$ cat config.mk
export PLATFORM = sky130hd
export DESIGN_NAME = pix_inc
export DESIGN_NICKNAME = d
export VERILOG_FILES = /design/src/render_pkg.sv /design/src/pix_inc.sv
export SDC_FILE = /design/constraint.sdc
export NUM_CORES = 1
export LEC_CHECK = 0
export BUFFER_PORTS_ARGS = -buffer_cell sky130_fd_sc_hd__buf_4
export CELL_PAD_IN_SITES_DETAIL_PLACEMENT = 1
export CELL_PAD_IN_SITES_GLOBAL_PLACEMENT = 1
export CORE_UTILIZATION = 40
export CTS_BUF_LIST = sky130_fd_sc_hd__clkbuf_8
export CTS_CLUSTER_SIZE = 16
export DETAILED_ROUTE_END_ITERATION = 8
export PLACE_DENSITY_LB_ADDON = 0.1
export SYNTH_ARGS = -nofsm -noshare
export SYNTH_HDL_FRONTEND = slang
export SYNTH_SLANG_ARGS = --single-unit
$ cat constraint.sdc
create_clock -name clk -period 2 [get_ports clk]
set_input_delay 0.4 -clock clk [delete_from_list [all_inputs] [get_ports clk]]
set_output_delay 0.4 -clock clk [all_outputs]
set_load 0.01 [all_outputs]
$ cat src/render_pkg.sv
// Q3.12 fixed point, frames up to 1024x1024, at most 15 output credits held at once
package render_pkg;

	// Pixel coordinate
	typedef logic [9:0] coord_t;

	// Signed Q3.12 value
	typedef logic signed [15:0] fix_t;

	typedef logic [7:0] iter_t;

	typedef logic [3:0] credit_t;

	localparam int FRAC_BITS = 12;

	// 4.0 in Q3.12
	localparam fix_t ESCAPE_LIMIT = 16'sd16384;

	// c at pixel (0,0) is -2.0 - 1.0i
	localparam fix_t RE_ORIGIN = -16'sd8192;
	localparam fix_t IM_ORIGIN = -16'sd4096;

	// 0.25 per pixel
	localparam fix_t STEP = 16'sd1024;

endpackage

$ cat src/pix_inc.sv
// Raster order, x fastest; done holds after the last pixel until clear is raised
`timescale 1ns/1ps

module pix_inc #(
	parameter render_pkg::coord_t X_MAX = 10'd639,
	parameter render_pkg::coord_t Y_MAX = 10'd479
) (
	input logic clk,
	input logic n_rst,
	input logic clear,
	input logic counter_enable,
	output render_pkg::coord_t x_value,
	output render_pkg::coord_t y_value,
	output logic done
);

	always_ff @(posedge clk) begin
		if (!n_rst || clear) begin
			x_value <= '0;
			y_value <= '0;
			done <= 1'b0;
		end else if (counter_enable && !done) begin
			if (x_value == X_MAX) begin
				x_value <= '0;
				if (y_value == Y_MAX) begin
					// Last pixel issued
					y_value <= '0;
					done <= 1'b1;
				end else begin
					y_value <= y_value + 1'b1;
				end
			end else begin
				x_value <= x_value + 1'b1;
			end
		end
	end

endmodule

==> flow_metrics.env, run 1 <==
export IMPL_crit_path_end_kind="register"
export IMPL_drive_above_1_share_pct=25.3
export IMPL_grt_pass1_wl_um=4040
export IMPL_viasPerCell=5.61
export IMPL_synthToLayoutAreaGrowth_pct=24.7
export IMPL_ys_flop_type="dfxtp_1"
export IMPL_coreArea_mm2=0.00248
export IMPL_min_from="clear"
export IMPL_timing_fmax_mhz=571
export IMPL_drtIter0Drc=6
export IMPL_power_frac_comb_pct=3.1
export IMPL_r2r_start="x_value[1]"
export IMPL_p_leak_uw=0.000484
export IMPL_grtUsageTotal_pct=19.7
export IMPL_syn_area_per_cell_um2=8.85
export IMPL_status="completed"
export IMPL_fin_setup_tns_ps=0
export IMPL_ctsResizeCount=0
export IMPL_period_minus_slack_ps=1750
export IMPL_cts_tree="done"
export IMPL_ios=25
export IMPL_syn_area_mm2=0.00105
export IMPL_htree_levels=1
export IMPL_timing_worst_setup_path_type="reg -> reg"
export IMPL_synth_most_common_cell="dfxtp_1"
export IMPL_wl_per_cell_um=14.2
export IMPL_cts_buffer_depth=2
export IMPL_dieArea_mm2=0.00284
export IMPL_p_int_uw=568
export IMPL_cts_setup_buffers=0
export IMPL_ys_top_cells_by_area="dfxtp_1, nor2_1, xor2_1"
export IMPL_root_buffer="clkbuf_8"
export IMPL_hp_class="in -> reg"
export IMPL_critPathMaxFanout=11
export IMPL_sw_frac_of_total_pct=21.5
export IMPL_vias=988
export IMPL_ir_drop_mv=0.318
export IMPL_min_to="y_value[0]"
export IMPL_path_clk_slew_ps=70
export IMPL_placed_area_mm2=0.00127
export IMPL_ys_seq_area_share_pct=39.9
export IMPL_maxCapViolations=0
export IMPL_gp_congestion=0.721
export IMPL_num_rows=18
export IMPL_pwr_share_clk_pct=38.7
export IMPL_clock_latency_ps=260
export IMPL_finalNetCount=153
export IMPL_r2r_cells=5
export IMPL_start_util_pct=42.5
export IMPL_grt_pass1_vias=918
export IMPL_async_reset_ff_share_pct=0
export IMPL_yosysWarningCount=0
export IMPL_powerDensity_mw_per_mm2=550
export IMPL_cts_sinks=21
export IMPL_post_dp_hpwl_um=1860
export IMPL_r2r_slack_ps=250
export IMPL_postSynthCellCount=119
export IMPL_switchingPower_uw=155
export IMPL_r2r_end="y_value[3]"
export IMPL_drc=0
export IMPL_die_w_um=53.3
export IMPL_worst_endpoint_arrival_ps=1930
export IMPL_rsz0062_at_grt="no"
export IMPL_yosys_top_cells_count="dfxtp_1, nor2_1, nand2_1"
export IMPL_fin_area_mm2=0.00131
export IMPL_worstMarginPinSlew_ps=495
export IMPL_port_buffers=24
export IMPL_synth_nets=125
export IMPL_n_antenna_cell=0
export IMPL_synth_cell_types=38
export IMPL_hold_buffers=0
export IMPL_grt_max_degree=13
export IMPL_seqPwrFrac_pct=58.2
export IMPL_cts_made_buffers=3
export IMPL_ant_nets=0
export IMPL_postRouteWirelength_um=2500
export IMPL_whs_path_depth=4
export IMPL_yosysTopAreaCellShare_pct=39.9
export IMPL_die_h_um=53.3
export IMPL_dr_pass1_iters=4
export IMPL_grt_ovfl_total=0
export IMPL_grt_antenna_before_repair=0
export IMPL_start_kind="register"
export IMPL_yosys_area_top_type="dfxtp_1"
export IMPL_slew_violations=0
export IMPL_synth_edf_count=0
export IMPL_hold_viol=0
export IMPL_synth_seq_cells=21
export IMPL_skew_ps=6.52
export IMPL_slew_headroom_pct=67.0
export IMPL_cp_required_ps=2180
export IMPL_setup_viol=0
export IMPL_period_share_pct=87.5
[per-layer routing]
metal | wire [um] | share of wire, % | track usage (%) | vias up
li1 | - | - | - | 489
met4 | 11 | 0.44 | 8.33 | 0
met3 | 71 | 2.8 | 3.74 | 2
met1 | 1180 | 47 | 23.9 | 482
met5 | 0 | 0 | 0 | -
met2 | 1240 | 50 | 33.1 | 15
[area by class of cell]
cell class / count / area [um^2]
clock buffers: 3 / 41.3
clock inverters: 1 / 5.00
fillers: 308 / 1160
inverters: 1 / 3.75
multi-input cells: 93 / 603
flip-flops and latches: 21 / 420
well taps: 30 / 37.5
repair buffers: 27 / 203
[power groups by stage]
| stage | clock network (uW) | logic, uW | registers (uW) |
|---|---|---|---|
| floorplan | 0 | 11.8 | 431 |
| global placement | 0 | 22.5 | 430 |
| detailed placement | 0 | 23.1 | 431 |
| CTS | 293 | 23.2 | 421 |
| global route | 308 | 25.0 | 421 |
| finish | 280 | 22.5 | 421 |
[cell families (layout without fill, tap and decap cells)]
family | count (synthesis) | after routing | synth area share, %
AOI/OAI and AO/OA | 16 | 16 | 9.74
xor gates and xnor gates | 11 | 11 | 9.14
adders and majority gates | 2 | 2 | 2.37
buffers and inverters | 5 | 32 | 2.85
DFF | 21 | 21 | 39.9
muxes | 1 | 1 | 0.950
and+or+nand+nor | 63 | 63 | 35.0
[per-stage QoR]
step	hold WS, ps	setup WS (ps)	cells	power [uW]	util, %
after floorplan	503	223	119	443	-
after global placement	487	344	172	453	51.2
after detailed placement	502	266	172	454	51.2
after CTS	477	244	176	737	53.0
after global routing	512	122	176	754	53.0
final	478	250	176	723	53.0
[state kept, by name (all words and copies together) (netlist names)]
| register | count |
|---|---|
| x_value | 10 |
| y_value | 10 |
| done | 1 |
[cell usage in the layout (no fill, tap or decap), drive strengths merged, types with 3 or more instances in the layout]
master,instances
nor2,14
nor2b,3
nand2,10
and4,3
nand3,9
xor2,6
dfxtp,21
nand4,6
xnor2,5
clkbuf,3
a21oi,6
o21ai,3
buf,27
or4,3
nor3,3
[worst max path at each step]
stage / to / start / cells past startpoint / slack, ps
floorplan: y_value[3] / x_value[0] / 7 / 220
global placement: y_value[9] / x_value[0] / 5 / 340
detailed placement: y_value[8] / x_value[0] / 6 / 270
CTS: y_value[3] / x_value[0] / 5 / 240
global route: y_value[8] / x_value[0] / 6 / 120
finish: y_value[3] / x_value[1] / 5 / 250
[critical path, stage by stage, from the launching register on]
cell and delay (ps):
dfxtp_1 390, ha_1 180, and4b_1 270, nand3_4 150
or4_1 530, a21oi_1 150
(Power assumes the default switching activity.)
==> run 2, diff against run 1 <==
--- a/config.mk
+++ b/config.mk
@@ -13,6 +13,7 @@
 export CTS_CLUSTER_SIZE = 16
 export DETAILED_ROUTE_END_ITERATION = 8
 export PLACE_DENSITY_LB_ADDON = 0.1
+export REMOVE_ABC_BUFFERS = 1
 export SYNTH_ARGS = -nofsm -noshare
 export SYNTH_HDL_FRONTEND = slang
 export SYNTH_SLANG_ARGS = --single-unit
==> run 2 against run 1 <==
Effect of this change:
- sequential power hardly changed
- routed wire length rose by 3.0%
- cell count stayed put
- utilization unchanged
- non-clock buffer count stayed put
- clock power is 2% higher
- sequential share of layout area unchanged
- critical path depth increased by 1
- final area unchanged
==> flow_metrics.env, run 2 (same netlist as run 1, synthesis figures left out) <==
export IMPL_coreArea_mm2=0.00248
export IMPL_grt_max_degree=13
export IMPL_drive_above_1_share_pct=25.3
export IMPL_ir_drop_mv=0.322
export IMPL_hp_class="in -> reg"
export IMPL_viasPerCell=5.52
export IMPL_ant_nets=0
export IMPL_slew_violations=0
export IMPL_finalNetCount=153
export IMPL_sw_frac_of_total_pct=22.2
export IMPL_powerDensity_mw_per_mm2=556
export IMPL_timing_fmax_mhz=556
export IMPL_grt_pass1_vias=918
export IMPL_cp_slowest_cell="dfxtp_1"
export IMPL_drtIter0Drc=6
export IMPL_clock_latency_ps=270
export IMPL_nFillCells=312
export IMPL_reg_top3="x_value: 10 flops, y_value: 10 flops, done: 1 flops"
export IMPL_start_util_pct=42.5
export IMPL_hold_ws_ps=484
export IMPL_worstMarginPinSlew_ps=486
export IMPL_cts_sinks=21
export IMPL_setup_viol=0
export IMPL_slew_headroom_pct=67.6
export IMPL_grt_pass1_wl_um=4170
export IMPL_dr_pass1_iters=4
export IMPL_synthToLayoutAreaGrowth_pct=24.7
export IMPL_fin_area_mm2=0.00131
export IMPL_p_int_uw=568
export IMPL_cts_setup_buffers=0
export IMPL_root_buffer="clkbuf_8"
export IMPL_grt_antenna_before_repair=0
export IMPL_num_rows=18
export IMPL_seqPwrFrac_pct=57.7
export IMPL_n_antenna_cell=0
export IMPL_rsz0062_at_grt="no"
export IMPL_final_cell_mix="buf_4, dfxtp_1, nor2_1"
export IMPL_fin_ws_ps=202
export IMPL_switchingPower_uw=162
export IMPL_power_frac_comb_pct=3.1
export IMPL_period_share_pct=89.9
export IMPL_dp_slack_ps=186
export IMPL_gp_congestion=0.763
export IMPL_path_clk_slew_ps=80
export IMPL_htree_levels=1
export IMPL_pwr_share_clk_pct=39.2
export IMPL_crit_path_end_kind="register"
export IMPL_timing_worst_setup_path_type="reg -> reg"
export IMPL_port_buffers=24
export IMPL_p_leak_uw=0.000484
export IMPL_start_kind="register"
export IMPL_cts_made_buffers=3
export IMPL_hold_viol=0
export IMPL_cp_required_ps=2170
export IMPL_postRouteWirelength_um=2570
export IMPL_worst_endpoint_arrival_ps=1970
export IMPL_fin_setup_tns_ps=0
export IMPL_grtUsageTotal_pct=20.4
export IMPL_path_cells="ha_1 > and4b_1 > buf_4 > and4_2 > a41oi_1 > a311oi_1"
export IMPL_cts_tree="done"
export IMPL_die_w_um=53.3
export IMPL_cts_buffer_depth=2
export IMPL_placed_area_mm2=0.00127
export IMPL_ctsResizeCount=0
export IMPL_layout_commonest_cell="buf_4"
export IMPL_die_h_um=53.3
export IMPL_skew_ps=7.47
export IMPL_vias=971
export IMPL_hold_buffers=0
export IMPL_status="completed"
export IMPL_critPathMaxFanout=7
export IMPL_dieArea_mm2=0.00284
export IMPL_total_power_uw=730
export IMPL_grt_ovfl_total=0
export IMPL_drc=0
export IMPL_wl_per_cell_um=14.6
export IMPL_ios=25
export IMPL_period_minus_slack_ps=1800
export IMPL_cp_slowest_stage_delay_ps=400
export IMPL_post_dp_hpwl_um=1900
export IMPL_maxCapViolations=0
[run 2: final timing paths]
kind / startpoint / end / slack, ps / depth (start not counted)
worst max-delay path: x_value[0] / y_value[8] / 200 / 6
worst min-delay path: clear / y_value[1] / 480 / 4
worst max register to register: x_value[0] / y_value[8] / 200 / 6
worst min register to register: y_value[9] / y_value[9] / 510 / 2
[run 2: final cells by class]
type,instances,area [um^2],share of cell area (%)
flip-flops and latches,21,420,32.0
repair buffers,27,203,15.4
inverters,1,3.75,0.286
multi-input cells,93,603,45.9
clock buffers,3,41.3,3.14
clock inverters,1,5.00,0.381
well taps,30,37.5,2.86
[run 2: power by group through the flow]
| stage | Clock, uW | Combinational [uW] | Sequential [uW] |
|---|---|---|---|
| finish | 286 | 22.7 | 421 |
| global route | 308 | 25.5 | 421 |
| global placement | 0 | 22.3 | 430 |
| detailed placement | 0 | 23.3 | 431 |
| floorplan | 0 | 11.2 | 431 |
| CTS | 289 | 23.3 | 421 |
[run 2: worst max-delay path, delay by kind of cell, from the launching register on]
family | cells | cell delay [ps]
AOI/OAI and AO/OA | 2 | 460
adders and majority gates | 1 | 190
buffers and inverters | 1 | 160
DFF | 1 | 400
and+or+nand+nor | 2 | 500
[run 2: metrics by stage]
stage / utilization, % / cells
6_report: 53.0 / 176
5_1_grt: 53.0 / 176
4_1_cts: 53.0 / 176
3_5_place_dp: 51.2 / 172
3_3_place_gp: 51.2 / 172
2_1_floorplan: - / 115
[run 2: routing by layer]
metal  global-route usage, %  part of all wire (%)  vias up
li1                        -                     -      486
met1                    25.3                    49      461
met2                    33.8                    46       20
met3                    3.45                   3.0        4
met4                    9.21                   1.7        0
met5                       0                     0        -
