## src/render_pkg.sv

```systemverilog
// Q3.12 fixed point, frames up to 1024x1024, at most 15 output credits held at once
package render_pkg;

	// Pixel coordinate
	typedef logic [9:0] coord_t;

	// Signed Q3.12 value
	typedef logic signed [15:0] fix_t;

	typedef logic [7:0] iter_t;

	typedef logic [3:0] credit_t;

	localparam int FRAC_BITS = 12;

	// 4.0 in Q3.12
	localparam fix_t ESCAPE_LIMIT = 16'sd16384;

	// c at pixel (0,0) is -2.0 - 1.0i
	localparam fix_t RE_ORIGIN = -16'sd8192;
	localparam fix_t IM_ORIGIN = -16'sd4096;

	// 0.25 per pixel
	localparam fix_t STEP = 16'sd1024;

endpackage

```

## src/dispatch.sv

```systemverilog
// Issues at most one pixel every 3 cycles; the lowest-numbered ready worker always wins
`timescale 1ns/1ps

module dispatch #(
	parameter int NUM_WORKERS = 16
) (
	input logic clk,
	input logic n_rst,
	input logic start,
	input logic [NUM_WORKERS-1:0] worker_ready,
	output logic [NUM_WORKERS-1:0] worker_start,
	output render_pkg::coord_t job_x,
	output render_pkg::coord_t job_y,
	output logic counter_enable,
	output logic counter_clear,
	input logic scan_done,
	input render_pkg::coord_t x_value,
	input render_pkg::coord_t y_value,
	output logic frame_done
);

	typedef enum logic [2:0] {IDLE, SEARCH, REST, ASSIGN, DONE} state_t;

	state_t state;
	state_t next_state;
	logic [NUM_WORKERS-1:0] pick;
	logic found;
	logic assign_now;

	// Lowest ready worker
	always_comb begin
		pick = '0;
		found = 1'b0;
		for (int i = 0; i < NUM_WORKERS; i++) begin
			if (worker_ready[i] && !found) begin
				pick[i] = 1'b1;
				found = 1'b1;
			end
		end
	end

	always_comb begin
		next_state = state;
		assign_now = 1'b0;
		case (state)
			IDLE: begin
				if (start)
					next_state = SEARCH;
			end
			SEARCH: begin
				if (scan_done) begin
					next_state = DONE;
				end else if (found) begin
					next_state = REST;
					assign_now = 1'b1;
				end
			end
			REST: next_state = ASSIGN;
			ASSIGN: next_state = SEARCH;
			DONE: begin
				// Wait for every worker to drain
				if (&worker_ready)
					next_state = IDLE;
			end
			default: next_state = IDLE;
		endcase
	end

	always_ff @(posedge clk) begin
		if (!n_rst) begin
			state <= IDLE;
			worker_start <= '0;
			counter_enable <= 1'b0;
			frame_done <= 1'b0;
		end else begin
			state <= next_state;
			worker_start <= assign_now ? pick : '0;
			counter_enable <= assign_now;
			frame_done <= (state == DONE) && (&worker_ready);
		end
	end

	// Job coordinate goes out with the start pulse
	always_ff @(posedge clk) begin
		if (assign_now) begin
			job_x <= x_value;
			job_y <= y_value;
		end
	end

	assign counter_clear = (state == IDLE);

endmodule

```

## config.mk

```make
export PLATFORM = sky130hd
export DESIGN_NAME = dispatch
export DESIGN_NICKNAME = d
export VERILOG_FILES = /design/src/render_pkg.sv /design/src/dispatch.sv
export SDC_FILE = /design/constraint.sdc
export NUM_CORES = 1
export LEC_CHECK = 0
export ABC_AREA = 1
export BUFFER_PORTS_ARGS = -buffer_cell sky130_fd_sc_hd__buf_2
export CAP_MARGIN = 20
export CELL_PAD_IN_SITES_DETAIL_PLACEMENT = 2
export CELL_PAD_IN_SITES_GLOBAL_PLACEMENT = 2
export CORE_UTILIZATION = 28
export CTS_CLUSTER_DIAMETER = 200
export DETAILED_ROUTE_END_ITERATION = 8
export GPL_TIMING_DRIVEN = 0
export PLACE_DENSITY = 0.83
export SLEW_MARGIN = 20
export SYNTH_ARGS = -nofsm -noshare
export SYNTH_HDL_FRONTEND = slang
export SYNTH_SLANG_ARGS = --single-unit
```

## constraint.sdc

```tcl
create_clock -name clk -period 4.8 [get_ports clk]
set_clock_uncertainty 0.1 [all_clocks]
set_input_delay 0.72 -clock clk [delete_from_list [all_inputs] [get_ports clk]]
set_output_delay 0.72 -clock clk [all_outputs]
set_load 0.005 [all_outputs]
```

==> results of run 1 <==
## sequential cells by signal, summed over array words and instances (netlist names)
register and flops:
job_x 10, worker_start 16, job_y 10, state 3, frame_done 1, counter_enable 1
## synth_stat cells, types with 2 or more instances
cell type	count
dfxtp_1	21
edfxtp_1	20
inv_1	20
nand2_1	16
nand3_1	7
nand4_1	6
nand4_2	2
nor2_1	9
nor2_2	12
nor2_4	2
nor3_1	5
nor4_1	5
## critical path, cell delays in order
cell and delay (ps):
buf_2 130, nor2_4 170, nand4_4 110, nor2_4 140, nand4_2 110, nor2_2 130, nand4_2 120, nor2_2 150
nand3_1 90, nand2_1 110, inv_2 200, nand2_4 170, buf_12 150, nor2_2 40
## stage by stage
| stage | cells | util [%] | hold WS [ps] |
|---|---|---|---|
| 3_3_place_gp | 282 | 38.7 | 577 |
| 6_report | 290 | 40.8 | 501 |
| 3_5_place_dp | 282 | 38.7 | 583 |
| 4_1_cts | 290 | 40.8 | 492 |
| 2_1_floorplan | 134 | - | 527 |
| 5_1_grt | 290 | 40.8 | 490 |
## logic make-up (layout without fill, tap and decap cells)
kind of cell / Yosys count / count (layout) / synth area share (%)
AO/OA/AOI/OAI: 3 / 3 / 1.07
buffers and inverters: 23 / 109 / 6.73
flip-flops: 41 / 41 / 67.0
AND/OR/NAND/NOR: 67 / 67 / 25.2
## worst max-delay path by stage
| stage | start | endpoint | slack, ps | cells after the start |
|---|---|---|---|---|
| floorplan | worker_ready[1] | worker_start[4] | 2490 | 13 |
| global placement | worker_ready[1] | worker_start[4] | 2110 | 14 |
| detailed placement | worker_ready[1] | worker_start[1] | 2010 | 14 |
| CTS | worker_ready[1] | worker_start[1] | 2300 | 14 |
| global route | worker_ready[1] | worker_start[13] | 2110 | 14 |
| finish | worker_ready[1] | worker_start[0] | 2330 | 14 |
## cells in the final DEF (no fill, tap or decap), drive strengths merged
cell type | Yosys | layout
nor3 | 5 | 5
bufinv | 0 | 1
clkinv | 0 | 1
a21oi | 1 | 1
clkbuf | 1 | 7
nand3 | 7 | 7
a31oi | 1 | 1
nor2 | 23 | 23
nor4 | 5 | 5
buf | 1 | 79
o21ai | 1 | 1
nand4 | 9 | 9
and3 | 1 | 1
inv | 21 | 21
edfxtp | 20 | 20
dfxtp | 21 | 21
nand2 | 17 | 17
## cell type report
cell class,instances,area (µm²)
flip-flops and latches,41,1020
fillers,567,3060
multi-input cells,70,400
well taps,70,87.6
repair buffers,78,390
clock inverters,2,35.0
inverters,21,78.8
plain buffers,2,23.8
clock buffers,6,72.6
## layer usage
layer | vias up | routed length (µm) | GRT usage (%) | part of all wire [%]
met5 | - | 0 | 0 | 0
met4 | 0 | 72 | 7.41 | 1.7
met3 | 5 | 234 | 3.04 | 5.5
met2 | 48 | 2170 | 27.6 | 51
met1 | 587 | 1750 | 17.5 | 41
li1 | 621 | - | - | -
## power by group through the flow
stage,registers (W),logic (W),clock network [W]
after floorplan,0.000422,0.0000650,0
after global placement,0.000419,0.000124,0
after detailed placement,0.000421,0.000131,0
after CTS,0.000413,0.000131,0.000281
after global routing,0.000416,0.000145,0.000290
final,0.000413,0.000128,0.000271
==> results.json, run 1 <==
{
  "synth_cell_type_count": 21,
  "combPwrFrac_pct": 15.7,
  "clk_latency_ps": 280,
  "vdd_ir_drop_max_v": 0.000163,
  "diodes": 0,
  "yosysSeqAreaShare_pct": 67.0,
  "grt_use_total_pct": 15.4,
  "synthFlopType": "dfxtp_1",
  "cts_made_buffers": 5,
  "wirelength_um": 4230,
  "start_util_pct": 29.5,
  "max_freq_mhz": 405,
  "rows": 26,
  "timing.rr.start": "state[1]",
  "status": "completed",
  "cts_buffer_depth": 2,
  "hp-class": "in -> reg",
  "end_kind": "register",
  "p_per_area_mw_per_mm2": 385,
  "grt_pass1_wl_um": 6260,
  "drtIter0Drc": 48,
  "synth_area_mm2": 0.00152,
  "die_y_um": 75.8,
  "dp_hpwl_um": 3540,
  "intPower_w": 0.000606,
  "finalCriticalPeriod_ps": 2470,
  "ctsResizeCount": 0,
  "swShare_pct": 25.3,
  "rsz0062_at_grt": "false",
  "post_drt_wl_per_cell_um": 14.6,
  "synthToLayoutAreaGrowth_pct": 38.4,
  "synthCells": 134,
  "drive_above_1_share_pct": 47.7,
  "die-area_mm2": 0.00574,
  "p_clk_share_pct": 33.4,
  "clkTransAtPathRegs_ps": 80,
  "synth_edf_count": 20,
  "synthesis.nets": 174,
  "critPathRequiredTime_ps": 4890,
  "worst_slack_ps": 2330,
  "fin_crit_sh_pct": 51.5,
  "startpoint_type": "input port",
  "cts_tree": "built",
  "vias_per_cell": 4.35,
  "final_cell_area_mm2": 0.00211,
  "synth.avg_cell_area_um2": 11.4,
  "ys_seq_elements": 41,
  "grt_pass1_vias": 1247,
  "maxCapViolCount": 0,
  "dpl_cell_area_mm2": 0.00200,
  "hold_depth": 1,
  "die_w_um": 75.8,
  "yosysTopAreaCellShare_pct": 39.4,
  "finalSetupViolCount": 0,
  "leakagePower_nw": 0.975,
  "worstReg2RegEnd": "worker_start[1]",
  "ff2ff_path_depth": 7,
  "post-place-ws_ps": 2010,
  "hold_viol": 0,
  "antenna_left": 0,
  "worst-slew-pin-transition_ps": 495,
  "coreArea_mm2": 0.00517,
  "cts_root_buf": "clkbuf_8",
  "critPathKind": "in -> reg",
  "drcViolationCount": 0,
  "finalMaxSlewViolations": 0,
  "seq_power_share_pct": 50.9,
  "clock_sinks": 41,
  "synth_warnings": 0,
  "vias": 1261,
  "antenna_found_initial": 0,
  "drtPass1Iterations": 2,
  "grt_overflow": 0,
  "portBuffers": 78,
  "hold_start": "y_value[1]",
  "crit_arrival_ps": 2560,
  "synth.area.top_cells": "edfxtp_1 39%, dfxtp_1 28%, inv_1 4.9%, nor2_2 4.9%, nand2_1 3.9%",
  "total_power_w": 0.000811,
  "ctsHoldBuffers": 0,
  "hold_path_end": "job_y[1]",
  "gp_congestion": 0.727,
  "grt_max_degree": 22,
  "io_pins": 79,
  "post_cts_buffers": 0,
  "relSlewSlack_pct": 66.7,
  "synth_top_cell_by_area": "edfxtp_1",
  "ff2ff_setup_slack_ps": 2710,
  "critPathMaxFanout": 21,
  "h-tree-depth": 2,
  "fin_setup_tns_ps": 0,
  "p_sw_w": 0.000206,
  "async_flop_share_pct": 0,
  "layout.nets": 259
}
No activity file was read; power rests on OpenSTA's default activity.
==> run 2, diff against run 1 <==
- CORE_UTILIZATION: 28 -> 23
- PLACE_DENSITY: 0.83 -> 0.72
- clock period: 4.8 -> 2.1 ns (I/O delays scaled with it)
==> results.json, run 2 (same netlist as run 1, synthesis figures left out) <==
{
  "status": "completed",
  "grt_use_total_pct": 12.3,
  "top_register": "worker_start",
  "swShare_pct": 26.2,
  "antenna_found_initial": 0,
  "cts_buffer_depth": 2,
  "h-tree-depth": 2,
  "grt_pass1_wl_um": 6520,
  "portBuffers": 78,
  "fin_crit_sh_pct": 89.8,
  "cp.buffers_inverters": 3,
  "coreArea_mm2": 0.00639,
  "clkTransAtPathRegs_ps": 80,
  "antenna_left": 0,
  "max_stage_delay_ps": 150,
  "hp-class": "in -> reg",
  "finalCriticalPeriod_ps": 1890,
  "finalMaxSlewViolations": 0,
  "critPathKind": "in -> reg",
  "drive_above_1_share_pct": 48.6,
  "max_freq_mhz": 530,
  "clk_latency_ps": 290,
  "die_y_um": 83.4,
  "post_drt_wl_per_cell_um": 13.6,
  "synthToLayoutAreaGrowth_pct": 39.9,
  "hold_viol": 0,
  "p_sw_w": 0.000477,
  "gp_congestion": 0.776,
  "drtPass1Iterations": 2,
  "combPwrFrac_pct": 16.4,
  "intPower_w": 0.00134,
  "crit_arrival_ps": 1980,
  "end_kind": "register",
  "post_cts_buffers": 0,
  "layout_common_cells": "78 x buf_2, 21 x dfxtp_1, 20 x inv_1, 20 x edfxtp_1, 15 x nand2_1",
  "seq_power_share_pct": 51.9,
  "p_per_area_mw_per_mm2": 852,
  "layout.nets": 259,
  "post-route-util_pct": 33.4,
  "relSlewSlack_pct": 67.0,
  "dp_hpwl_um": 3220,
  "wirelength_um": 4050,
  "die_w_um": 83.4,
  "worst-slew-pin-transition_ps": 491,
  "cts_made_buffers": 5,
  "start_util_pct": 23.9,
  "vias_per_cell": 4.20,
  "vias": 1248,
  "cts_root_buf": "clkbuf_8",
  "io_pins": 79,
  "vdd_ir_drop_max_v": 0.000325,
  "diodes": 0,
  "die-area_mm2": 0.00696,
  "critPathMaxFanout": 21,
  "critPathRequiredTime_ps": 2190,
  "largest_reg_flops": 16,
  "drcViolationCount": 0,
  "total_power_w": 0.00182,
  "fin_setup_tns_ps": 0,
  "crit_chain": "buf_2 > nor2_4 > nand4_4 > nor2_4 > nand4_2 > nor2_4 > nand4_2 > nor2_2 > nand3_1 > nand2_2 > inv_6 > nand2_4 > buf_12 > nor2_2",
  "reg_top3": "worker_start x16, job_x x10, job_y x10",
  "crit_top_cell": "nor2_4",
  "cp_top_family": "simple AND/OR/NAND/NOR gates",
  "maxCapViolCount": 0,
  "rows": 29,
  "grt_overflow": 0,
  "cts_tree": "built",
  "crit_path_top_delay_cell": "nor2_4",
  "leakagePower_nw": 0.973,
  "clock_sinks": 41,
  "p_clk_share_pct": 31.7,
  "grt_max_degree": 22,
  "finalSetupViolCount": 0,
  "startpoint_type": "input port",
  "grt_pass1_vias": 1288,
  "drtIter0Drc": 10,
  "rsz0062_at_grt": "false",
  "final_common_cell": "buf_2"
}
==> run 2: changes by cell type in the layout (fill, tap and decap cells not counted) <==
cell,before,now
nand2_1,16,15
clkbuf_16,0,1
nor4_1,5,4
nand2_2,0,1
bufinv_16,1,0
nor2_4,2,3
nor2_2,12,11
inv_6,0,1
inv_2,1,0
nor4_2,0,1
==> run 2: area by class of cell <==
class                      count  area, µm²
inverter                      21       83.8
timing repair buffer          78        390
sequential                    41       1020
fill                         729       4250
clock inverter                 1       5.00
clock buffer                   7       97.6
buffer                         2       23.8
tap                           77       96.3
multi-input combinational     70        414
==> run 2: what timing repair did <==
action	4_1_cts	5_1_grt
setup endpoints to repair	10	10
gates cloned	0	0
pin swaps	0	0
hold buffers	0	0
gates resized for setup	1	4
==> run 2: power groups by stage <==
stage	combinational (W)	clock (W)	sequential, W
CTS	0.000299	0.000607	0.000946
global route	0.000335	0.000639	0.000952
global placement	0.000285	0	0.000957
floorplan	0.000149	0	0.000964
finish	0.000298	0.000576	0.000944
detailed placement	0.000296	0	0.000964
==> run 2: layer usage <==
| metal | global-route usage [%] | vias to the layer above | wire, µm |
|---|---|---|---|
| li1 | - | 619 | - |
| met1 | 13.0 | 580 | 1560 |
| met2 | 22.8 | 44 | 2170 |
| met3 | 4.57 | 5 | 278 |
| met4 | 3.29 | 0 | 42 |
| met5 | 0 | - | 0 |
==> run 2: path summary, 6_finish.rpt <==
| check | from | endpoint | slack (ps) | cells after the start |
|---|---|---|---|---|
| setup / recovery | worker_ready[1] | worker_start[3] | 210 | 14 |
| hold / removal | x_value[1] | job_x[1] | 100 | 1 |
| setup reg to reg | state[1] | worker_start[3] | 340 | 7 |
| hold reg to reg | state[0] | frame_done | 590 | 2 |
==> run 2: through the flow <==
step	area (µm²)	setup slack [ps]	hold WS, ps	std cells
after CTS	2120	89.8	85.4	297
after detailed placement	2010	-286	394	289
final	2130	214	99.7	297
after floorplan	1520	197	314	134
after global placement	2010	-209	392	289
after global routing	2130	7.67	79.8	297
==> run 3, diff against run 2 <==
- ABC_CLOCK_PERIOD_IN_PS: unset -> 2300
- CORE_UTILIZATION: 23 -> 28
- PLACE_DENSITY: 0.72 -> 0.83
- clock period: 2.1 -> 2.3 ns (I/O delays scaled with it)
==> results.json, run 3 (same netlist as run 1, synthesis figures left out) <==
{
  "die_y_um": 75.8,
  "top_register": "worker_start",
  "swShare_pct": 25.5,
  "grt_use_total_pct": 15.4,
  "crit_path_top_delay_cell": "nor2_4",
  "layout.nets": 259,
  "grt_max_degree": 22,
  "drtPass1Iterations": 2,
  "synthToLayoutAreaGrowth_pct": 39.0,
  "maxCapViolCount": 0,
  "io_pins": 79,
  "h-tree-depth": 2,
  "finalCriticalPeriod_ps": 2020,
  "crit_arrival_ps": 2100,
  "leakagePower_nw": 0.975,
  "fin_crit_sh_pct": 87.8,
  "grt_pass1_wl_um": 6260,
  "wirelength_um": 4250,
  "cts_tree": "built",
  "portBuffers": 78,
  "critPathMaxFanout": 21,
  "coreArea_mm2": 0.00517,
  "cts_made_buffers": 5,
  "crit_top_cell": "nor2_2",
  "intPower_w": 0.00127,
  "p_sw_w": 0.000433,
  "ctsHoldBuffers": 0,
  "largest_reg_flops": 16,
  "antenna_found_initial": 0,
  "critPathKind": "in -> reg",
  "vias": 1261,
  "clock_sinks": 41,
  "antenna_left": 0,
  "fin_setup_tns_ps": 0,
  "dpl_cell_area_mm2": 0.00200,
  "hold_viol": 0,
  "end_kind": "register",
  "vdd_ir_drop_max_v": 0.000340,
  "drtIter0Drc": 38,
  "die_w_um": 75.8,
  "finalMaxSlewViolations": 0,
  "cts_buffer_depth": 2,
  "critPathRequiredTime_ps": 2380,
  "diodes": 0,
  "worst-slew-pin-transition_ps": 490,
  "rsz0062_at_grt": "false",
  "reg_top3": "worker_start x16, job_x x10, job_y x10",
  "rows": 26,
  "startpoint_type": "input port",
  "relSlewSlack_pct": 67.0,
  "finalSetupViolCount": 0,
  "final_common_cell": "buf_2",
  "grt_overflow": 0,
  "combPwrFrac_pct": 16.1,
  "final_cell_area_mm2": 0.00212,
  "post_drt_wl_per_cell_um": 14.6,
  "die-area_mm2": 0.00574,
  "p_per_area_mw_per_mm2": 802,
  "crit_chain": "buf_2 > nor2_4 > nand4_4 > nor2_4 > nand4_2 > nor2_2 > nand4_2 > nor2_2 > nand3_1 > nand2_1 > inv_4 > nand2_4 > buf_12 > nor2_2",
  "seq_power_share_pct": 50.7,
  "cts_root_buf": "clkbuf_8",
  "vias_per_cell": 4.35,
  "cp_top_family": "simple AND/OR/NAND/NOR gates",
  "post-route-util_pct": 41.0,
  "drcViolationCount": 0,
  "max_freq_mhz": 495,
  "drive_above_1_share_pct": 48.2,
  "status": "completed",
  "gp_congestion": 0.727,
  "cp.buffers_inverters": 3,
  "clkTransAtPathRegs_ps": 80,
  "start_util_pct": 29.5,
  "clk_latency_ps": 280,
  "layout_common_cells": "78 x buf_2, 21 x dfxtp_1, 20 x inv_1, 20 x edfxtp_1, 16 x nand2_1",
  "hp-class": "in -> reg",
  "grt_pass1_vias": 1247,
  "ff2ff_setup_slack_ps": 440,
  "p_clk_share_pct": 33.2,
  "max_stage_delay_ps": 170,
  "dp_hpwl_um": 3540
}
run 3: worst paths after layout:
path,startpoint,endpoint,depth (start not counted)
setup / recovery,worker_ready[1],worker_start[0],14
hold / removal,y_value[1],job_y[1],1
setup reg to reg,state[1],worker_start[0],7
hold reg to reg,state[0],frame_done,2
run 3: routing by layer:
metal,part of all wire (%),vias up,track usage (%)
met5,0,-,0
met4,1.7,0,7.41
li1,-,620,-
met1,41,589,17.5
met3,5.8,5,3.04
met2,52,47,27.6
run 3: area by class of cell:
type / instances / area (µm²)
fillers: 567 / 3050
flip-flops and latches: 41 / 1020
multi-input cells: 70 / 407
repair buffers: 78 / 390
well taps: 70 / 87.6
inverters: 21 / 81.3
clock buffers: 6 / 72.6
clock inverters: 2 / 35.0
plain buffers: 2 / 23.8
run 3: power by group through the flow:
stage / Combinational (W) / Sequential (W) / Clock, W
finish: 0.000274 / 0.000861 / 0.000564
global route: 0.000309 / 0.000869 / 0.000606
CTS: 0.000273 / 0.000863 / 0.000586
detailed placement: 0.000273 / 0.000879 / 0
global placement: 0.000258 / 0.000874 / 0
floorplan: 0.000136 / 0.000881 / 0
run 3: repair_timing:
| item | 4_1_cts | 5_1_grt |
|---|---|---|
| buffers inserted | 0 | 0 |
| setup endpoints to repair | 0 | 10 |
| gates resized for setup | 0 | 3 |
run 3: through the flow:
step,hold slack (ps),worst slack [ps],power (W),cells
6_report,125,280,0.00170,290
2_1_floorplan,344,367,0.00102,134
5_1_grt,115,76.5,0.00178,290
3_5_place_dp,425,-114,0.00115,282
4_1_cts,117,150,0.00172,290
3_3_place_gp,421,-14.8,0.00113,282
