===== src/render_pkg.sv =====
// Q3.12 fixed point, frames up to 1024x1024, at most 15 output credits held at once
package render_pkg;

	// Pixel coordinate
	typedef logic [9:0] coord_t;

	// Signed Q3.12 value
	typedef logic signed [15:0] fix_t;

	typedef logic [7:0] iter_t;

	typedef logic [3:0] credit_t;

	localparam int FRAC_BITS = 12;

	// 4.0 in Q3.12
	localparam fix_t ESCAPE_LIMIT = 16'sd16384;

	// c at pixel (0,0) is -2.0 - 1.0i
	localparam fix_t RE_ORIGIN = -16'sd8192;
	localparam fix_t IM_ORIGIN = -16'sd4096;

	// 0.25 per pixel
	localparam fix_t STEP = 16'sd1024;

endpackage


===== src/result_merge.sv =====
// Sink may hold at most 15 credits outstanding; the counter wraps past that
`timescale 1ns/1ps

module result_merge (
	input logic clk,
	input logic n_rst,
	input logic a_valid,
	input render_pkg::coord_t a_x,
	input render_pkg::coord_t a_y,
	input render_pkg::iter_t a_iter,
	output logic a_ack,
	input logic b_valid,
	input render_pkg::coord_t b_x,
	input render_pkg::coord_t b_y,
	input render_pkg::iter_t b_iter,
	output logic b_ack,
	input logic out_credit,
	output logic out_valid,
	output render_pkg::coord_t out_x,
	output render_pkg::coord_t out_y,
	output render_pkg::iter_t out_iter
);

	import render_pkg::*;

	credit_t credit;
	logic free;
	logic take_a;
	logic take_b;
	logic prefer_b;

	// Credit of the result now on the output is still counted
	assign free = (credit > credit_t'(out_valid));

	always_comb begin
		take_a = 1'b0;
		take_b = 1'b0;
		if (free) begin
			if (a_valid && b_valid) begin
				take_a = !prefer_b;
				take_b = prefer_b;
			end else begin
				take_a = a_valid;
				take_b = b_valid;
			end
		end
	end

	assign a_ack = take_a;
	assign b_ack = take_b;

	always_ff @(posedge clk) begin
		if (!n_rst) begin
			credit <= '0;
			out_valid <= 1'b0;
			prefer_b <= 1'b0;
		end else begin
			out_valid <= take_a || take_b;
			credit <= credit + credit_t'(out_credit) - credit_t'(out_valid);
			// Swap priority only on a contested grant
			if (free && a_valid && b_valid)
				prefer_b <= !prefer_b;
		end
	end

	always_ff @(posedge clk) begin
		if (take_a) begin
			out_x <= a_x;
			out_y <= a_y;
			out_iter <= a_iter;
		end else if (take_b) begin
			out_x <= b_x;
			out_y <= b_y;
			out_iter <= b_iter;
		end
	end

endmodule


===== config.mk =====
export PLATFORM = sky130hd
export DESIGN_NAME = result_merge
export DESIGN_NICKNAME = d
export VERILOG_FILES = /design/src/render_pkg.sv /design/src/result_merge.sv
export SDC_FILE = /design/constraint.sdc
export NUM_CORES = 1
export LEC_CHECK = 0
export BUFFER_PORTS_ARGS = -buffer_cell sky130_fd_sc_hd__buf_2
export CORE_UTILIZATION = 46
export CTS_CLUSTER_SIZE = 24
export DETAILED_ROUTE_END_ITERATION = 8
export GPL_TIMING_DRIVEN = 0
export PLACE_DENSITY = 0.84
export SYNTH_ARGS = -nofsm -noshare
export SYNTH_HDL_FRONTEND = slang
export SYNTH_SLANG_ARGS = --single-unit

===== constraint.sdc =====
create_clock -name clk -period 6.8 [get_ports clk]
set_input_delay 0.34 -clock clk [delete_from_list [all_inputs] [get_ports clk]]
set_output_delay 0.34 -clock clk [all_outputs]
set_load 0.02 [all_outputs]

==> metrics.md, run 1 <==
| Metric | Value |
|---|---|
| CP endpoint kind | output port |
| Register share of total power | 38.0% |
| Synthesis-to-finish area growth | 37.7% |
| Min-delay src | n_rst |
| Number of global-route vias before repair | 1,146 |
| Crit-path max FO | 10 |
| Logic pwr share | approximately 50% |
| R2R depth | 6 |
| GP Congestion | between 0.7 and 0.8 |
| Crit-path slowest cell | dfxtp_1 |
| Die area | roughly 0.0037 mm^2 |
| WP data arrival | 2110 ps |
| Worst hold path endpoint | credit[3]$_SDFF_PN0_ |
| Routed WL per cell | 13.0 um |
| Port Buffer Count | just over 90 |
| CTS tree | yes |
| CTS Root Cell | clkbuf_4 |
| Pwr/cell area | between 400 and 500 mW/mm^2 |
| # IOs | just over 90 |
| Setup tns final | 0 ps |
| Sequential area share after synthesis | between 60% and 70% |
| Pins Over Slew Limit | 0 |
| Minimum clock period | approximately 2400 ps |
| Clk_skew | approximately 5.3 ps |
| Max-cap violations | 0 |
| First-pass GRT wire length | roughly 4.6 mm |
| Skew-Pair Late Insertion Delay | around 320 ps |
| Ys Warns | 0 |
| Critical path type | flop to output port |
| ANT cells | 0 |
| H-tree Lvls | 2 |
| Cts hold-fix bufs | 0 |
| CP required | 6460 ps |
| Synthesized area per cell | between 15 and 20 um^2 |
| Crit path max-delay family | buffers and inverters |
| Final setup fails | 0 |
| Worst Max-Slew Pin Slew | between 700 and 800 ps |
| Reg-to-Reg End | out_x[0]$_DFFE_PP_ |
| Sw frac | between 30% and 40% |
| Fraction of layout cells with a size suffix above 1 | between 60% and 70% |
| Worst setup SP type | flop |
| Worst min path class | input port to flop |
| Total CTS buffers | 5 |
| Post CTS Setup Buffer Count | 0 |
| R2R Setup Slk | between 4000 and 5000 ps |
| 1st-pass router iterations | 3 |
| Tot Pwr | around 1.0 mW |
| Initial antenna violation count | 0 |
| HPWL after DPL | ~2.5 mm |
| Hold depth | 2 |
| Sink Count | 34 |
| Status | finished clean |
| RSZ-0062 raised after global routing | no |
| DR iter-0 viols | 17 |
| Total Routed Length | between 3 and 4 mm |
| Row count | 20 |
| Resized Gates After CTS | 0 |
| Clock power frac | 12.2% |
| Largest net degree at the start of global routing | 16 |
| Fin. Hold Viols | 0 |
| Global route overflow | 0 |
| Peak Freq | slightly above 400 MHz |
| Nets | around 270 |
| Internal | 0.637 mW |
| Distinct cells, synth | 21 |
| CP bufs+invs | 5 |
| Die height | roughly 60 um |
| Most common cell after layout, fill and taps aside | buf_2 |
| Leakage power | just over 1 nW |
| Starting Density | between 50% and 60% |
| DRC errors left | 0 |
| Max-Slew Margin vs Limit | between 40% and 50% |
| ANT nets after route | 0 |
| Area of the core | between 0.003 and 0.004 mm^2 |
| Commonest cells after routing, fill and taps aside | 92 x buf_2, 28 x edfxtp_1, 19 x mux2_2 |
| Die Width | 60.7 um |
| Clock slew at reported path FFs | 100 ps |
| Syn_nets | roughly 170 |
| GRT Util Overall | between 10% and 20% |
| Reg2reg start | credit[0]$_SDFF_PN0_ |
| Vias/cell | 4.73 |
| Clk buf depth | 2 |
| CP cell instances | inv_1 > ha_1 > nor2b_1 > o21a_1 > a211o_1 > buf_6 > buf_6 > inv_1 > buf_2 |
| CP peak stage delay | approximately 320 ps |
| Number of synthesized register bits | 34 |
| Cells after Synth | 100 |
| DR vias | between 1,000 and 1,500 |
| Period utilization | 36.0% |
| Synthesized cell area | ~0.0016 mm^2 |
| Worst-case vdd ir drop | 0.000322 V |
| Total net switching power | 0.379 mW |
-- per-stage QoR --
stage	area (um^2)	hold slack (ps)	utilization, %	setup WS, ps	cells
floorplan	1590	462	-	4130	100
global placement	2100	485	66.5	3810	235
detailed placement	2110	522	67.0	4640	236
CTS	2180	292	69.2	4330	244
global route	2180	294	69.2	4230	244
finish	2180	300	69.2	4350	244
-- cell families (layout without fill, tap and decap cells) --
kind of cell / Yosys count / after routing / synth area share [%]
DFF: 34 / 34 / 60.6
buffers and inverters: 11 / 111 / 3.63
and+or+nand+nor: 11 / 11 / 3.71
adders and majority gates: 7 / 7 / 6.00
AOI/OAI and AO/OA: 7 / 7 / 2.92
muxes: 28 / 28 / 22.0
xor gates and xnor gates: 2 / 2 / 1.11
-- power groups by stage --
stage,combinational [mW],clock (mW),sequential (mW)
after floorplan,0.231,0,0.511
after global placement,0.477,0,0.392
after detailed placement,0.512,0,0.391
after CTS,0.515,0.129,0.387
after global routing,0.550,0.135,0.397
final,0.505,0.124,0.386
-- state kept, by name, summed over array words and instances (netlist names) --
name,cells
out_valid,1
out_y,10
out_x,10
out_iter,8
credit,4
prefer_b,1
-- worst max-delay path by stage --
stage / startpoint / end / slack [ps] / cells after the start
global placement: credit[0]$_SDFF_PN0_ / out_x[4]$_DFFE_PP_ / 3810 / 5
detailed placement: credit[0]$_SDFF_PN0_ / out_x[0]$_DFFE_PP_ / 4640 / 6
CTS: credit[0]$_SDFF_PN0_ / a_ack / 4330 / 9
finish: credit[0]$_SDFF_PN0_ / a_ack / 4350 / 9
floorplan: out_valid$_SDFF_PN0_ / out_iter[0]$_DFFE_PP_ / 4130 / 4
global route: credit[0]$_SDFF_PN0_ / a_ack / 4230 / 9
-- worst reg2reg max path: stages, from the launching register on --
cell and delay, ps:
dfxtp_1 320, inv_1 40, ha_1 280, nor2b_1 140, o21a_1 220, nor2_2 620, buf_8 250
-- cells in the mapped netlist --
cell type	number	area [um^2]
or3_1	1	6.26
buf_6	2	22.5
fa_1	1	20.0
mux2_2	19	214
and2_1	5	31.3
edfxtp_1	28	841
xor2_1	2	17.5
nor2b_1	1	6.26
dfxtp_1	6	120
buf_2	1	5.00
o21ai_0	2	10.0
o21a_1	1	7.51
a21boi_0	1	7.51
a21oi_1	1	5.00
a21o_1	1	7.51
inv_1	8	30.0
nor2_1	3	11.3
ha_1	6	75.1
mux2_4	9	135
a211o_1	1	8.76
nand2_1	1	3.75
-- layer usage --
metal	GRT usage (%)	up-vias	wire length [um]
met2	33.9	74	1720
met3	5.33	9	258
met5	0	-	0
met4	10.7	0	80
met1	17.3	512	1110
li1	-	559	-
-- layout make-up --
| class | instances | area (um^2) |
|---|---|---|
| Fill cell | 241 | 970 |
| Timing Repair Buffer | 92 | 470 |
| Inverter | 8 | 30.0 |
| Tap cell | 44 | 55.1 |
| Clock buffer | 8 | 70.1 |
| Buffer | 3 | 27.5 |
| Multi-Input combinational cell | 55 | 569 |
| Sequential cell | 34 | 961 |
Note: power is estimated with default switching activity, not from simulation.
==> run 2, diff against run 1 <==
- CORE_UTILIZATION: 46 -> 43
- PLACE_DENSITY: 0.84 -> 0.79
- clock period: 6.8 -> 2.3 ns (I/O delays scaled with it)
==> run 2 against run 1 <==
Highest routed layer unchanged. Global-route usage is 0.11 points higher. Combinational power grew to 3.1 times the previous value. Final area up 3.2%. Clock power increased to 3.6 times the previous value. Clock skew up 2.1 ps. Sequential power increased to 3.0 times the previous value. Critical path type is now flop to flop. Register-to-register slack got worse by 4500 ps. Clock-buffer cell count decreased by 1. Core utilization shrank 3.8 points. Power grew to 3.1 times the previous value.
==> metrics.md, run 2 (same netlist as run 1, synthesis figures left out) <==
| Metric | Value |
|---|---|
| Starting Density | 46.1% |
| GP Congestion | 0.729 |
| Worst Max-Slew Pin Slew | around 770 ps |
| R2R depth | 7 |
| Reg-to-Reg End | out_y[7]$_DFFE_PP_ |
| Skew-Pair Late Insertion Delay | 280 ps |
| Port Buffer Count | slightly above 90 |
| Register share of total power | between 30% and 40% |
| Max-Slew Margin vs Limit | between 40% and 50% |
| ANT cells | 0 |
| Clk_skew | about 7.4 ps |
| Final std cell area, no fill | about 0.0023 mm^2 |
| Crit-path max FO | 10 |
| Number of global-route vias before repair | between 1,000 and 1,500 |
| Worst hold path endpoint | credit[0]$_SDFF_PN0_ |
| DR iter-0 viols | 31 |
| Logic pwr share | 49.5% |
| Initial antenna violation count | 0 |
| Routed WL per cell | 13.4 um |
| Fraction of layout cells with a size suffix above 1 | 67.0% |
| Worst-case vdd ir drop | 0.000876 V |
| Finished Core Util | approximately two thirds |
| Die area | around 0.004 mm^2 |
| 1st-pass router iterations | 3 |
| Hold_ws | ~110 ps |
| Die Width | 62.7 um |
| Critical path type | flop to flop |
| HPWL after DPL | approximately 2.6 mm |
| Global route overflow | 0 |
| CTS tree | yes |
| Min-delay src | n_rst |
| Synthesis-to-finish area growth | 42.1% |
| Largest net degree at the start of global routing | 30 |
| ANT nets after route | 0 |
| CP bufs+invs | 2 |
| Row count | 21 |
| Cells after DPL | roughly 240 |
| R2R Setup Slk | ~100 ps |
| Vias/cell | about 4.6 |
| CP cell instances | ha_1 > nor2b_1 > o21a_2 > a211o_1 > buf_4 > buf_2 > mux2_2 |
| CP peak stage delay | ~320 ps |
| Nets | 273 |
| Minimum clock period | about 2200 ps |
| Crit path max-delay family | compound AO/OA/AOI/OAI gates |
| # IOs | 92 |
| Sw frac | a little under two fifths |
| Filler cell count | between 200 and 300 |
| Largest regs | out_x (10), out_y (10), out_iter (8) |
| Worst setup SP type | flop |
| Max-cap violations | 0 |
| Internal | roughly 2 mW |
| CP required | ~2300 ps |
| DP Area | around 0.0021 mm^2 |
| Commonest cells after routing, fill and taps aside | 91 x buf_2, 28 x edfxtp_1, 19 x mux2_2 |
| Cts hold-fix bufs | 0 |
| Total net switching power | about 1.2 mW |
| Total Routed Length | roughly 3.4 mm |
| Leakage power | ~1.1 nW |
| First-pass GRT wire length | 5.32 mm |
| Total CTS buffers | 5 |
| DR vias | 1,164 |
| Pwr/cell area | around 1400 mW/mm^2 |
| Clock slew at reported path FFs | 70 ps |
| Most common cell after layout, fill and taps aside | buf_2 |
| CTS Root Cell | clkbuf_8 |
| Worst min path class | input port to flop |
| Final setup fails | 0 |
| Pins Over Slew Limit | 0 |
| Crit-path slowest cell | dfxtp_1 |
| Clk buf depth | 2 |
| Period utilization | between 90% and 100% |
| WP data arrival | approximately 2200 ps |
| H-tree Lvls | 2 |
| Status | finished clean |
| CP endpoint kind | flop |
| DRC errors left | 0 |
| Clock power frac | 14.1% |
| Area of the core | around 0.0034 mm^2 |
| Sink Count | 34 |
| Fin cells | around 250 |
| Peak Freq | between 400 and 500 MHz |
| Die height | 62.7 um |
| GRT Util Overall | between 10% and 20% |
| Reg2reg start | out_valid$_SDFF_PN0_ |
| Hold depth | 2 |
| Fin. Hold Viols | 0 |
-- run 2: per-stage QoR --
| step | total power, mW | TNS (ps) | setup slack (ps) |
|---|---|---|---|
| after floorplan | 2.19 | 0 | 91.2 |
| after global placement | 2.58 | -3320 | -120 |
| after detailed placement | 2.64 | -4860 | -172 |
| after CTS | 3.10 | 0 | 72.7 |
| after global routing | 3.36 | -10.8 | -10.8 |
| final | 3.17 | 0 | 103 |
-- run 2: worst max-delay path by stage --
stage | startpoint | endpoint | slack, ps | cells after the start
3_5_place_dp | out_valid$_SDFF_PN0_ | out_y[3]$_DFFE_PP_ | -170 | 4
4_1_cts | out_valid$_SDFF_PN0_ | a_ack | 70 | 8
6_report | out_valid$_SDFF_PN0_ | out_y[7]$_DFFE_PP_ | 100 | 7
2_1_floorplan | out_valid$_SDFF_PN0_ | out_iter[0]$_DFFE_PP_ | 90 | 4
5_1_grt | credit[0]$_SDFF_PN0_ | a_ack | -10 | 9
3_3_place_gp | credit[0]$_SDFF_PN0_ | out_y[7]$_DFFE_PP_ | -120 | 5
-- run 2: power groups by stage --
stage | Clock, mW | Combinational (mW) | Sequential (mW)
floorplan | 0 | 0.689 | 1.51
global placement | 0 | 1.43 | 1.15
detailed placement | 0 | 1.47 | 1.17
CTS | 0.456 | 1.48 | 1.16
global route | 0.485 | 1.69 | 1.18
finish | 0.447 | 1.57 | 1.15
-- run 2: layer usage --
| metal | wire length [um] | GRT usage (%) |
|---|---|---|
| met1 | 1250 | 19.2 |
| met2 | 1870 | 32.9 |
| met3 | 213 | 6.39 |
| met4 | 49 | 6.98 |
| met5 | 0 | 0 |
-- run 2: timing repair --
| action | CTS | global route |
|---|---|---|
| pin swaps | 0 | 2 |
| buffers inserted | 0 | 7 |
| gates resized for setup | 1 | 2 |
| setup endpoints to repair | 29 | 1 |
-- run 2: layout make-up --
| type | instances | area (um^2) | share of cell area (%) |
|---|---|---|---|
| Buffer | 3 | 27.5 | 1.22 |
| Multi-Input combinational cell | 55 | 576 | 25.5 |
| Timing Repair Buffer | 98 | 510 | 22.7 |
| Clock inverter | 1 | 5.00 | 0.222 |
| Clock buffer | 7 | 86.3 | 3.83 |
| Inverter | 8 | 30.0 | 1.33 |
| Tap cell | 46 | 57.6 | 2.55 |
| Sequential cell | 34 | 961 | 42.6 |
-- run 2: worst register-to-register path, cell delays in order, from the launching register on --
cell and delay, ps:
dfxtp_1 320, ha_1 300, nor2b_1 140, o21a_2 230
a211o_1 310, buf_4 150, buf_2 190, mux2_2 310
==> run 3, diff against run 2 <==
- CORE_UTILIZATION: 43 -> 25
- PLACE_DENSITY: 0.79 -> unset
==> run 3 against run 2 <==
Worst hold slack improved by 2.5 ps. Largest cell class unchanged. First-iteration DRC count fell by 52%. Critical path depth rose by 2. Non-clock buffer count fell by 7. Register-to-register slack improved by 97 ps. Sequential share of layout area barely moved. Final area barely moved. Final cell count rose by 8.7%.
==> metrics.md, run 3 (same netlist as run 1, synthesis figures left out) <==
| Metric | Value |
|---|---|
| Status | finished clean |
| Clock slew at reported path FFs | 70 ps |
| Finished Core Util | 37.4% |
| Crit-path max FO | 10 |
| Peak Freq | about 470 MHz |
| Row count | 28 |
| # IOs | between 90 and 100 |
| Setup tns final | 0 ps |
| GRT Util Overall | 9.78% |
| DRC errors left | 0 |
| Nets | 266 |
| Synthesis-to-finish area growth | 42.2% |
| Worst-case vdd ir drop | roughly 0.00056 V |
| Period utilization | between 90 and 100% |
| Die height | between 80 and 90 um |
| Minimum clock period | between 2000 and 2500 ps |
| DR vias | roughly 1,100 |
| ANT cells | 0 |
| Tot Pwr | 3.14 mW |
| Largest regs | out_x (10), out_y (10), out_iter (8) |
| Port Buffer Count | between 90 and 100 |
| Crit path max-delay family | buffers and inverters |
| 1st-pass router iterations | 4 |
| Skew-Pair Late Insertion Delay | about 280 ps |
| GP Congestion | around 0.7 |
| Worst Max-Slew Pin Slew | 818 ps |
| CTS Root Cell | clkbuf_8 |
| Worst min path class | input port to flop |
| Total Routed Length | ~3.0 mm |
| Most common cell after layout, fill and taps aside | buf_2 |
| CP endpoint kind | output port |
| Fin cells | approximately 270 |
| CP peak stage delay | a little over 300 ps |
| Area of the core | approximately 0.0060 mm^2 |
| Crit-path slowest cell | dfxtp_1 |
| CTS tree | yes |
| Total CTS buffers | 5 |
| Starting Density | 26.3% |
| Vias/cell | 4.07 |
| WP data arrival | ~2000 ps |
| Clk_skew | ~6.6 ps |
| CP bufs+invs | 5 |
| Sink Count | 34 |
| Detail Route met3 WL | 349 um |
| H-tree Lvls | 2 |
| Worst setup SP type | flop |
| Leakage power | 1.05 nW |
| Number of global-route vias before repair | 1,060 |
| Cells after DPL | around 270 |
| DR iter-0 viols | 15 |
| Initial antenna violation count | 0 |
| HPWL after DPL | 2.29 mm |
| CP required | 2180 ps |
| Critical path type | flop to output port |
| Pins Over Slew Limit | 0 |
| Max-Slew Margin vs Limit | a little under half |
| Top sig layer | met4 |
| Fin. Hold Viols | 0 |
| Routed WL per cell | between 10 and 15 um |
| Max-cap violations | 0 |
| Die area | approximately 0.0067 mm^2 |
| Global route overflow | 0 |
| ANT nets after route | 0 |
| Fraction of layout cells with a size suffix above 1 | approximately two thirds |
| Final setup fails | 0 |
| Largest net degree at the start of global routing | 30 |
| Filler cell count | 602 |
| CP cell instances | inv_1 > ha_1 > nor2b_1 > o21a_2 > a211o_1 > buf_6 > buf_6 > inv_1 > buf_4 |
| First-pass GRT wire length | 4.69 mm |
| Pwr/cell area | roughly 1400 mW/mm^2 |
| DRT met1 WL | between 1 and 1.5 mm |
| Cts hold-fix bufs | 0 |
| RSZ-0062 raised after global routing | no |
| Clk buf depth | 2 |
| Commonest cells after routing, fill and taps aside | 91 x buf_2, 28 x edfxtp_1, 19 x mux2_2 |
| Die Width | 81.6 um |
| WL met2 | between 1 and 1.5 mm |
-- run 3: cell types whose count changed in the layout (fill, tap and decap cells not counted) --
cell       change
bufinv_16      +1
clkinv_2       +1
clkbuf_8       -1
buf_4          -7
clkbuf_1       -1
-- run 3: power by group --
group / switching, mW / leakage, nW / internal, mW
logic: 0.858 / 0.669 / 0.603
registers: 0.0696 / 0.323 / 1.07
clock network: 0.217 / 0.0579 / 0.319
-- run 3: what timing repair did --
item,CTS,global route
setup endpoints to repair,0,1
resized for setup,0,2
setup buffers,0,0
-- run 3: cell type report --
class	instances	area (um^2)	share of cell area, %
clock buffers	5	68.8	3.05
well taps	75	93.8	4.16
flip-flops and latches	34	961	42.6
inverters	8	30.0	1.33
multi-input cells	55	576	25.5
clock inverters	3	40.0	1.78
repair buffers	91	458	20.3
plain buffers	3	27.5	1.22
-- run 3: through the flow --
stage,cell area [um^2],worst slack (ps),hold WS [ps]
floorplan,1590,91.2,237
global placement,2140,-217,409
detailed placement,2140,176,411
CTS,2250,99.2,107
global route,2250,7.54,114
finish,2250,163,113
-- run 3: path summary, 6_finish.rpt --
check                        start                    end  slack, ps  cells after the start
min reg2reg  prefer_b$_SDFFE_PN0P_  prefer_b$_SDFFE_PN0P_        520                      2
max           credit[0]$_SDFF_PN0_                  a_ack        160                      9
min                          n_rst   credit[0]$_SDFF_PN0_        110                      2
max reg2reg   credit[0]$_SDFF_PN0_     out_x[4]$_DFFE_PP_        200                      8
-- run 3: metal layers --
metal | vias to the layer above | GRT usage, %
met5 | - | 0
met4 | 0 | 4.21
met3 | 4 | 5.00
met2 | 71 | 16.9
met1 | 484 | 9.84
li1 | 555 | -
